## config.mk

```make
export PLATFORM = sky130hd
export DESIGN_NAME = uart_cmd_bridge
export DESIGN_NICKNAME = d
export VERILOG_FILES = /design/src/source/uart_cmd_pkg.sv /design/src/source/apb_cmd_regs.sv /design/src/source/cmd_seq_fsm.sv /design/src/source/baud_timer.sv /design/src/source/uart_tx_frame.sv /design/src/source/uart_rx_frame.sv /design/src/source/uart_cmd_bridge.sv
export VERILOG_INCLUDE_DIRS = /design/src /design/src/source
export SDC_FILE = /design/constraint.sdc
export NUM_CORES = 1
export LEC_CHECK = 0
export BUFFER_PORTS_ARGS = -buffer_cell sky130_fd_sc_hd__buf_2
export CAP_MARGIN = 10
export CELL_PAD_IN_SITES_DETAIL_PLACEMENT = 0
export CELL_PAD_IN_SITES_GLOBAL_PLACEMENT = 1
export CORE_ASPECT_RATIO = 0.75
export CORE_MARGIN = 2
export CORE_UTILIZATION = 48
export DETAILED_ROUTE_END_ITERATION = 10
export PLACE_DENSITY = 0.92
export SYNTH_ARGS = -nofsm -noshare
export SYNTH_HDL_FRONTEND = slang
export SYNTH_SLANG_ARGS = --single-unit
```

## constraint.sdc

```tcl
create_clock -name clk -period 6.1 [get_ports clk]
set_clock_uncertainty 0.15 [all_clocks]
set_input_delay 1.525 -clock clk [delete_from_list [all_inputs] [get_ports clk]]
set_output_delay 1.525 -clock clk [all_outputs]
set_load 0.01 [all_outputs]
```

## src/source/uart_cmd_macros.svh

```systemverilog
`ifndef UART_CMD_MACROS_SVH
`define UART_CMD_MACROS_SVH

// Serial timing, in clock cycles.
`define UCB_BIT_CYCLES   16
`define UCB_GAP_CYCLES   40
`define UCB_REPLY_CYCLES 400

// Width of the shared timer counter.
`define UCB_TMR_W        16

// Register offsets on the APB port.
`define UCB_REG_CMD      4'h0
`define UCB_REG_STATUS   4'h4
`define UCB_REG_RDATA    4'h8

`endif

```

## src/source/uart_cmd_pkg.sv

```systemverilog
`default_nettype none

package uart_cmd_pkg;

  // **************************************************
  // Host side
  // **************************************************
  typedef struct packed {
    logic        psel;
    logic        penable;
    logic        pwrite;
    logic [3:0]  paddr;
    logic [31:0] pwdata;
  } apb_req_t;

  typedef struct packed {
    logic [31:0] prdata;
    logic        pready;
    logic        pslverr;
  } apb_rsp_t;

  // **************************************************
  // Serial transaction
  // **************************************************
  // Bit 15 is the direction, 1 means write.
  typedef struct packed {
    logic       rw;
    logic [6:0] addr;
    logic [7:0] wdata;
  } uart_cmd_t;

  typedef struct packed {
    logic       done;
    logic [7:0] rdata;
    logic       parity_err;
    logic       timeout;
  } uart_result_t;

  typedef enum logic [2:0] {
    IDLE,
    SEND_HEAD,
    SEND_DATA,
    GAP,
    WAIT_REPLY,
    RECV_REPLY,
    FINISH
  } seq_state_t;

  // Timer load modes.
  localparam logic [1:0] TMR_BIT   = 2'd0;
  localparam logic [1:0] TMR_HALF  = 2'd1;
  localparam logic [1:0] TMR_GAP   = 2'd2;
  localparam logic [1:0] TMR_REPLY = 2'd3;

endpackage

`default_nettype wire

```

## src/source/apb_cmd_regs.sv

```systemverilog
`timescale 1ns/1ps
`default_nettype none

`include "uart_cmd_macros.svh"

module apb_cmd_regs (
  input  wire                          clk,
  input  wire                          rst_n,
  input  wire uart_cmd_pkg::apb_req_t  apb_req,
  output uart_cmd_pkg::apb_rsp_t       apb_rsp,
  input  wire                          busy,
  input  wire uart_cmd_pkg::uart_result_t result,
  output uart_cmd_pkg::uart_cmd_t      cmd,
  output logic                         cmd_start
);

  logic                    access;
  logic                    wr_en;
  logic                    rd_en;
  logic                    hit_cmd;
  logic                    hit_status;
  logic                    hit_rdata;
  uart_cmd_pkg::uart_cmd_t cmd_q;
  logic [7:0]              rdata_q;
  logic                    rd_valid;
  logic                    parity_err;
  logic                    timeout;
  logic                    good_reply;

  assign access     = apb_req.psel && apb_req.penable;
  assign wr_en      = access && apb_req.pwrite;
  assign rd_en      = access && !apb_req.pwrite;
  assign hit_cmd    = (apb_req.paddr == `UCB_REG_CMD);
  assign hit_status = (apb_req.paddr == `UCB_REG_STATUS);
  assign hit_rdata  = (apb_req.paddr == `UCB_REG_RDATA);

  assign cmd_start  = wr_en && hit_cmd && !busy;
  assign cmd        = cmd_q;
  assign good_reply = result.done && !cmd_q.rw && !result.parity_err && !result.timeout;

  always_comb
  begin
    apb_rsp.prdata  = '0;
    apb_rsp.pready  = 1'b1;
    // Unmapped offset, or a new command while the link is busy.
    apb_rsp.pslverr = access && ((!hit_cmd && !hit_status && !hit_rdata) ||
                                 (hit_cmd && apb_req.pwrite && busy));
    if (rd_en)
    begin
      if (hit_cmd)
        apb_rsp.prdata[15:0] = cmd_q;
      else if (hit_status)
        apb_rsp.prdata[3:0] = {timeout, parity_err, rd_valid, busy};
      else if (hit_rdata)
        apb_rsp.prdata[7:0] = rdata_q;
    end
  end

  always_ff @(posedge clk)
  begin
    if (cmd_start)
      cmd_q <= uart_cmd_pkg::uart_cmd_t'(apb_req.pwdata[15:0]);
    if (good_reply)
      rdata_q <= result.rdata;
  end

  always_ff @(posedge clk or negedge rst_n)
  begin
    if (!rst_n)
    begin
      rd_valid   <= 1'b0;
      parity_err <= 1'b0;
      timeout    <= 1'b0;
    end
    else if (cmd_start)
    begin
      rd_valid   <= 1'b0;
      parity_err <= 1'b0;
      timeout    <= 1'b0;
    end
    else if (result.done)
    begin
      rd_valid   <= good_reply;
      parity_err <= result.parity_err;
      timeout    <= result.timeout;
    end
    else if (rd_en && hit_rdata)
      rd_valid <= 1'b0;
  end

  // An accepted command makes the sequencer busy from the next edge.
  a_start_busy: assert property (@(posedge clk) disable iff (!rst_n)
    cmd_start |=> busy);

endmodule

`default_nettype wire

```

## src/source/cmd_seq_fsm.sv

```systemverilog
`timescale 1ns/1ps
`default_nettype none

module cmd_seq_fsm (
  input  wire                      clk,
  input  wire                      rst_n,
  input  wire uart_cmd_pkg::uart_cmd_t cmd,
  input  wire                      cmd_start,
  output logic                     busy,
  output uart_cmd_pkg::uart_result_t result,
  output logic                     tx_load,
  output logic [7:0]               tx_byte,
  input  wire                      tx_done,
  output logic                     rx_arm,
  input  wire                      rx_start_seen,
  input  wire                      rx_done,
  input  wire [7:0]                rx_byte,
  input  wire                      rx_parity_fail,
  output logic                     tmr_start,
  output logic [1:0]               tmr_mode,
  input  wire                      tick
);

  uart_cmd_pkg::seq_state_t state;
  logic [7:0]               rdata_q;
  logic                     perr_q;
  logic                     tmo_q;

  assign busy    = (state != uart_cmd_pkg::IDLE);
  // Head byte carries the direction in its top bit.
  assign tx_byte = (state == uart_cmd_pkg::SEND_DATA) ? cmd.wdata : {cmd.rw, cmd.addr};

  always_comb
  begin
    result.done       = (state == uart_cmd_pkg::FINISH);
    result.rdata      = rdata_q;
    result.parity_err = perr_q;
    result.timeout    = tmo_q;
  end

  // **************************************************
  // Sequencer
  // **************************************************
  always_ff @(posedge clk or negedge rst_n)
  begin
    if (!rst_n)
    begin
      state     <= uart_cmd_pkg::IDLE;
      tx_load   <= 1'b0;
      tmr_start <= 1'b0;
      tmr_mode  <= uart_cmd_pkg::TMR_BIT;
      rx_arm    <= 1'b0;
      perr_q    <= 1'b0;
      tmo_q     <= 1'b0;
    end
    else
    begin
      tx_load   <= 1'b0;
      tmr_start <= 1'b0;
      case (state)
        uart_cmd_pkg::IDLE:
          if (cmd_start)
          begin
            state     <= uart_cmd_pkg::SEND_HEAD;
            tx_load   <= 1'b1;
            tmr_start <= 1'b1;
            tmr_mode  <= uart_cmd_pkg::TMR_BIT;
            perr_q    <= 1'b0;
            tmo_q     <= 1'b0;
          end
        uart_cmd_pkg::SEND_HEAD:
          if (tx_done)
          begin
            state     <= uart_cmd_pkg::GAP;
            tmr_start <= 1'b1;
            tmr_mode  <= uart_cmd_pkg::TMR_GAP;
            // Reads listen from here, a fast peer may answer inside the gap.
            rx_arm    <= !cmd.rw;
          end
        uart_cmd_pkg::GAP, uart_cmd_pkg::WAIT_REPLY:
          if (rx_start_seen)
          begin
            state     <= uart_cmd_pkg::RECV_REPLY;
            rx_arm    <= 1'b0;
            tmr_start <= 1'b1;
            tmr_mode  <= uart_cmd_pkg::TMR_HALF;
          end
          else if (tick && state == uart_cmd_pkg::WAIT_REPLY)
          begin
            state  <= uart_cmd_pkg::FINISH;
            rx_arm <= 1'b0;
            tmo_q  <= 1'b1;
          end
          else if (tick)
          begin
            state     <= cmd.rw ? uart_cmd_pkg::SEND_DATA : uart_cmd_pkg::WAIT_REPLY;
            tx_load   <= cmd.rw;
            tmr_start <= 1'b1;
            tmr_mode  <= cmd.rw ? uart_cmd_pkg::TMR_BIT : uart_cmd_pkg::TMR_REPLY;
          end
        uart_cmd_pkg::RECV_REPLY:
          if (rx_done)
          begin
            state  <= uart_cmd_pkg::FINISH;
            perr_q <= rx_parity_fail;
          end
        uart_cmd_pkg::SEND_DATA:
          if (tx_done)
            state <= uart_cmd_pkg::FINISH;
        default:
          state <= uart_cmd_pkg::IDLE;
      endcase
    end
  end

  always_ff @(posedge clk)
  begin
    if (state == uart_cmd_pkg::RECV_REPLY && rx_done)
      rdata_q <= rx_byte;
  end

  // Frames are launched only on entry to a send state.
  a_load_in_send: assert property (@(posedge clk) disable iff (!rst_n)
    tx_load |-> (state == uart_cmd_pkg::SEND_HEAD || state == uart_cmd_pkg::SEND_DATA));

  // The register block offers a command only while the sequencer is idle.
  a_start_idle: assert property (@(posedge clk) disable iff (!rst_n)
    cmd_start |-> (state == uart_cmd_pkg::IDLE));

endmodule

`default_nettype wire

```

## src/source/baud_timer.sv

```systemverilog
`timescale 1ns/1ps
`default_nettype none

`include "uart_cmd_macros.svh"

module baud_timer (
  input  wire       clk,
  input  wire       rst_n,
  input  wire       tmr_start,
  input  wire [1:0] tmr_mode,
  output logic      tick
);

  localparam int CW = `UCB_TMR_W;

  logic [CW-1:0] cnt;
  logic [CW-1:0] load_val;
  logic          active;
  logic          periodic;

  always_comb
  begin
    case (tmr_mode)
      uart_cmd_pkg::TMR_HALF:  load_val = CW'(`UCB_BIT_CYCLES / 2 - 1);
      uart_cmd_pkg::TMR_GAP:   load_val = CW'(`UCB_GAP_CYCLES - 1);
      uart_cmd_pkg::TMR_REPLY: load_val = CW'(`UCB_REPLY_CYCLES - 1);
      default:                 load_val = CW'(`UCB_BIT_CYCLES - 1);
    endcase
  end

  // A restart cancels a tick due in the same cycle.
  assign tick = active && (cnt == '0) && !tmr_start;

  always_ff @(posedge clk or negedge rst_n)
  begin
    if (!rst_n)
    begin
      cnt      <= '0;
      active   <= 1'b0;
      periodic <= 1'b0;
    end
    else if (tmr_start)
    begin
      cnt      <= load_val;
      active   <= 1'b1;
      periodic <= (tmr_mode == uart_cmd_pkg::TMR_BIT) || (tmr_mode == uart_cmd_pkg::TMR_HALF);
    end
    else if (active)
    begin
      if (cnt != '0)
        cnt <= cnt - 1'b1;
      else if (periodic)
        cnt <= CW'(`UCB_BIT_CYCLES - 1);
      else
        active <= 1'b0;
    end
  end

endmodule

`default_nettype wire

```

## src/source/uart_tx_frame.sv

```systemverilog
`timescale 1ns/1ps
`default_nettype none

module uart_tx_frame (
  input  wire       clk,
  input  wire       rst_n,
  input  wire       tx_load,
  input  wire [7:0] tx_byte,
  input  wire       tick,
  output logic      tx,
  output logic      tx_done
);

  logic [10:0] shift_q;
  logic [3:0]  bit_cnt;
  logic        shifting;

  // Line idles high, so the register refills with ones.
  assign tx = shift_q[0];

  always_ff @(posedge clk or negedge rst_n)
  begin
    if (!rst_n)
    begin
      shift_q  <= '1;
      bit_cnt  <= '0;
      shifting <= 1'b0;
      tx_done  <= 1'b0;
    end
    else
    begin
      tx_done <= 1'b0;
      if (tx_load)
      begin
        // Stop, odd parity, data, start.
        shift_q  <= {1'b1, ~^tx_byte, tx_byte, 1'b0};
        bit_cnt  <= '0;
        shifting <= 1'b1;
      end
      else if (shifting && tick)
      begin
        if (bit_cnt == 4'd10)
        begin
          shift_q  <= '1;
          shifting <= 1'b0;
          tx_done  <= 1'b1;
        end
        else
        begin
          shift_q <= {1'b1, shift_q[10:1]};
          bit_cnt <= bit_cnt + 1'b1;
        end
      end
    end
  end

  // The sequencer waits for tx_done before the next frame.
  a_no_overlap: assert property (@(posedge clk) disable iff (!rst_n)
    tx_load |-> !shifting);

endmodule

`default_nettype wire

```

## src/source/uart_rx_frame.sv

```systemverilog
`timescale 1ns/1ps
`default_nettype none

module uart_rx_frame (
  input  wire        clk,
  input  wire        rst_n,
  input  wire        rx,
  input  wire        rx_arm,
  input  wire        tick,
  output logic       rx_start_seen,
  output logic       rx_done,
  output logic [7:0] rx_byte,
  output logic       rx_parity_fail
);

  logic [2:0] sync_q;
  logic       rx_s;
  logic       receiving;
  logic [3:0] bit_idx;
  logic [7:0] data_q;
  logic       par_q;

  // Oldest stage in bit 2.
  assign rx_s          = sync_q[1];
  assign rx_start_seen = rx_arm && sync_q[2] && !sync_q[1];
  assign rx_byte       = data_q;

  always_ff @(posedge clk or negedge rst_n)
  begin
    if (!rst_n)
      sync_q <= 3'b111;
    else
      sync_q <= {sync_q[1:0], rx};
  end

  // **************************************************
  // Sampling, one sample per tick from mid start bit.
  // **************************************************
  always_ff @(posedge clk or negedge rst_n)
  begin
    if (!rst_n)
    begin
      receiving      <= 1'b0;
      bit_idx        <= '0;
      rx_done        <= 1'b0;
      rx_parity_fail <= 1'b0;
    end
    else
    begin
      rx_done <= 1'b0;
      if (rx_start_seen)
      begin
        receiving <= 1'b1;
        bit_idx   <= '0;
      end
      else if (receiving && tick)
      begin
        bit_idx <= bit_idx + 1'b1;
        if (bit_idx == 4'd10)
        begin
          receiving      <= 1'b0;
          rx_done        <= 1'b1;
          rx_parity_fail <= ~^{par_q, data_q};
        end
      end
    end
  end

  always_ff @(posedge clk)
  begin
    if (receiving && tick)
    begin
      if (bit_idx >= 4'd1 && bit_idx <= 4'd8)
        data_q <= {rx_s, data_q[7:1]};
      else if (bit_idx == 4'd9)
        par_q <= rx_s;
    end
  end

endmodule

`default_nettype wire

```

## src/source/uart_cmd_bridge.sv

```systemverilog
`timescale 1ns/1ps
`default_nettype none

module uart_cmd_bridge (
  input  wire                         clk,
  input  wire                         rst_n,
  input  wire uart_cmd_pkg::apb_req_t apb_req,
  output uart_cmd_pkg::apb_rsp_t      apb_rsp,
  input  wire                         rx,
  output logic                        tx
);

  uart_cmd_pkg::uart_cmd_t    cmd;
  uart_cmd_pkg::uart_result_t result;
  logic                       cmd_start;
  logic                       busy;
  logic                       tx_load;
  logic [7:0]                 tx_byte;
  logic                       tx_done;
  logic                       rx_arm;
  logic                       rx_start_seen;
  logic                       rx_done;
  logic [7:0]                 rx_byte;
  logic                       rx_parity_fail;
  logic                       tmr_start;
  logic [1:0]                 tmr_mode;
  logic                       tick;

  apb_cmd_regs u_regs (
    .clk       (clk),
    .rst_n     (rst_n),
    .apb_req   (apb_req),
    .apb_rsp   (apb_rsp),
    .busy      (busy),
    .result    (result),
    .cmd       (cmd),
    .cmd_start (cmd_start)
  );

  cmd_seq_fsm u_seq (
    .clk            (clk),
    .rst_n          (rst_n),
    .cmd            (cmd),
    .cmd_start      (cmd_start),
    .busy           (busy),
    .result         (result),
    .tx_load        (tx_load),
    .tx_byte        (tx_byte),
    .tx_done        (tx_done),
    .rx_arm         (rx_arm),
    .rx_start_seen  (rx_start_seen),
    .rx_done        (rx_done),
    .rx_byte        (rx_byte),
    .rx_parity_fail (rx_parity_fail),
    .tmr_start      (tmr_start),
    .tmr_mode       (tmr_mode),
    .tick           (tick)
  );

  baud_timer u_timer (
    .clk       (clk),
    .rst_n     (rst_n),
    .tmr_start (tmr_start),
    .tmr_mode  (tmr_mode),
    .tick      (tick)
  );

  uart_tx_frame u_tx (
    .clk     (clk),
    .rst_n   (rst_n),
    .tx_load (tx_load),
    .tx_byte (tx_byte),
    .tick    (tick),
    .tx      (tx),
    .tx_done (tx_done)
  );

  uart_rx_frame u_rx (
    .clk            (clk),
    .rst_n          (rst_n),
    .rx             (rx),
    .rx_arm         (rx_arm),
    .tick           (tick),
    .rx_start_seen  (rx_start_seen),
    .rx_done        (rx_done),
    .rx_byte        (rx_byte),
    .rx_parity_fail (rx_parity_fail)
  );

endmodule

`default_nettype wire

```

==> impl_metrics.tcl <==
set metrics [dict create \
    status "finished clean" \
    dieArea_um2 11200 \
    routed_via_density 5.68 \
    drc 0 \
    max-vdd-ir-drop_uv 117 \
    antenna_found_initial 0 \
    crit_fanout 8 \
    cp-startpoint "apb_req[36]" \
    port_buffers 43 \
    fin_total_pwr_mw 1.28 \
    grt_pass1_wl_mm 16.5 \
    cts_made_buffers 9 \
    cts_resized 0 \
    dp.cells 620 \
    cts_tree "yes" \
    clock_path_buffers 2 \
    io_pins 77 \
    slowest_delay_ps 610 \
    yosysWarnings 0 \
    core_um2 10200 \
    required_ps 4430 \
    firstDrtPassIters 7 \
    diodes 0 \
    postCtsHoldBufs 0 \
    ys.flop_type "dfrtp_1" \
    r2r-end "u_tx.bit_cnt[2]" \
    reg2regPathDepth 5 \
    grt_remaining_overflow 0 \
    placed_area_um2 5250 \
    r2r_slack_ps 2990 \
    drtIter0Drc 425 \
    dpl.hpwl_mm 7.04 \
    grt_pass1_vias 3416 \
    maxCapViolCount 0 \
    wl_per_cell_um 15.8 \
    final_nets 550 \
    holdWs_ps 207 \
    final_area_um2 5560 \
    layout_commonest_cell "nor2_1" \
    power_density_nw_per_um2 230 \
    cp-endpoint "apb_rsp[10]" \
    worstReg2RegStart "u_timer.cnt[2]" \
    antenna_left 0 \
    finalSetupTns_ps 0 \
    drive_above_1_share_pct 17.4 \
    async_flop_share_pct 58.2 \
    synth_area_um2 4980 \
    arrival_ps 3270 \
    grt.busiest_layer "met2" \
    cts_sinks 98 \
    cp-start-kind "primary input" \
    setup_violations 0 \
    initial_utilization_pct 48.9 \
    period_share_pct 81.1 \
    num_vias 3618 \
    dieWidth_um 122 \
    clkLatencyLatePin_ps 350 \
    yosys.area.top_type "edfxtp_1" \
    min_period_ps 4950 \
    syn_inst 458 \
    cts_max_level 3 \
    worst_pin_slew_ps 1170 \
    gp_congestion 0.877 \
    die-height_um 92.2 \
    final_cell_mix "nor2_1 (49), dfrtp_1 (44), buf_2 (43)" \
    p_leak_nw 2.22 \
    synth_edf_count 41 \
    clk_pin_slew_worst_paths_ps 70 \
    yosysTopAreaCellShare_pct 24.7 \
    avgSynthCellArea_um2 10.9 \
    cp_common_cell "buf_2" \
    timing.fmax_ghz 0.202 \
    max_slew_margin_pct 21.4 \
    syn_to_final_growth_pct 11.7 \
    use_met2_pct 29.4 \
    wl_mm 10.1 \
    cts_setup_buffers 0 \
    setup.worst_path.class "primary input to output pin" \
    end_kind "output pin" \
    cp_slowest_cell "or4_1" \
    num_rows 32 \
    crit_chain "buf_2 -> or4_1 -> nand2b_1 -> nor2_1 -> and2_1 -> buf_2" \
    ys_seq_area_share_pct 53.7 \
    gr-usage-met3_pct 4.17 \
    hold_viol 0 \
    ys_ff_latch 98 \
    cts_root_buf "clkbuf_16" \
    slew_viol_final 0 \
    met1_usage_pct 26.6 \
    final_cells 637 \
    grtUsageTotal_pct 18.7 \
    grt_start_max_net_pins 58 \
    holdCritPathClass "flop to flop" \
    synth_cell_types 61 \
    grt_setup_unrepaired "no" \
    synth_area_leaders "edfxtp_1 (25%), dfrtp_1 (22%), dfstp_2 (6.9%)" \
]
report_power, final:
part	switching, mW	leakage [nW]	internal [mW]
combinational	0.0206	1.03	0.00928
sequential	0.000621	1.04	0.687
clock	0.271	0.148	0.292
stage by stage:
stage / utilization, % / setup slack [ps]
detailed placement: 51.6 / 1150
finish: 54.6 / 1150
global route: 54.6 / 1040
CTS: 54.6 / 1150
floorplan: - / 1650
global placement: 51.6 / 1260
layout make-up:
type	count	area, um2
sequential	98	2670
inverter	15	56.3
fill	866	4610
tap	136	170
clock inverter	7	78.8
multi-input combinational	324	2100
clock buffer	9	225
timing repair buffer	48	250
critical path, delay by kind of cell:
family                 cells  cell delay, ps
buffers and inverters      2             240
and+or+nand+nor            4            1500
layer usage:
metal  up-vias  part of all wire, %
li1       1712                    -
met1      1779                   47
met2       121                   47
met3         6                  5.6
met4         0                 0.63
met5         -                    0
Yosys cell counts (all sizes together) (3+ instances only):
cell and n:
nor4 13, nor3 17, buf 18, nand3b 3
inv 15, mux2i 16, nor2b 8, o2111ai 4
xor2 6, o22ai 6, xnor2 26, nand2 23
and2 8, dfstp 13, nor2 49, ha 12
nand2b 4, a221oi 8, dfrtp 44, nand4 4
or3 7, clkbuf 18, or4 5, o31ai 3
o21ai 13, a21oi 18, nand3 13, a31oi 5
edfxtp 41
flip-flops by register name, summed over array words and instances (netlist names), 2 cells and up:
register,count
u_seq.state,3
u_tx.bit_cnt,4
u_tx.shift_q,10
u_rx.sync_q,3
u_rx.rx_byte,8
u_regs.cmd,16
u_seq.rdata_q,8
u_rx.bit_idx,4
u_seq.tmr_mode,2
u_regs.rdata_q,8
u_timer.cnt,16
worst min path at each step:
| stage | slack [ps] | from | cells past startpoint | end |
|---|---|---|---|---|
| 2_1_floorplan | 200 | u_rx.sync_q[0] | 0 | u_rx.sync_q[1] |
| 3_3_place_gp | 200 | u_rx.sync_q[0] | 0 | u_rx.sync_q[1] |
| 3_5_place_dp | 200 | u_rx.sync_q[0] | 0 | u_rx.sync_q[1] |
| 4_1_cts | 210 | u_rx.sync_q[0] | 0 | u_rx.sync_q[1] |
| 5_1_grt | 210 | u_rx.sync_q[0] | 0 | u_rx.sync_q[1] |
| 6_report | 210 | u_rx.sync_q[0] | 0 | u_rx.sync_q[1] |
logic make-up (layout without fill, tap and decap cells):
kind of cell / Yosys count / in the layout / share of synthesized area (%)
XOR/XNOR: 32 / 32 / 5.63
AO/OA/AOI/OAI: 79 / 79 / 11.1
AND/OR/NAND/NOR: 167 / 167 / 17.8
multiplexers: 17 / 17 / 3.44
flip-flops: 98 / 98 / 53.7
adder cells (fa/ha/maj): 12 / 12 / 3.02
other: 2 / 17 / 0.151
buffers and inverters: 51 / 79 / 5.15
(Power assumes the default switching activity.)
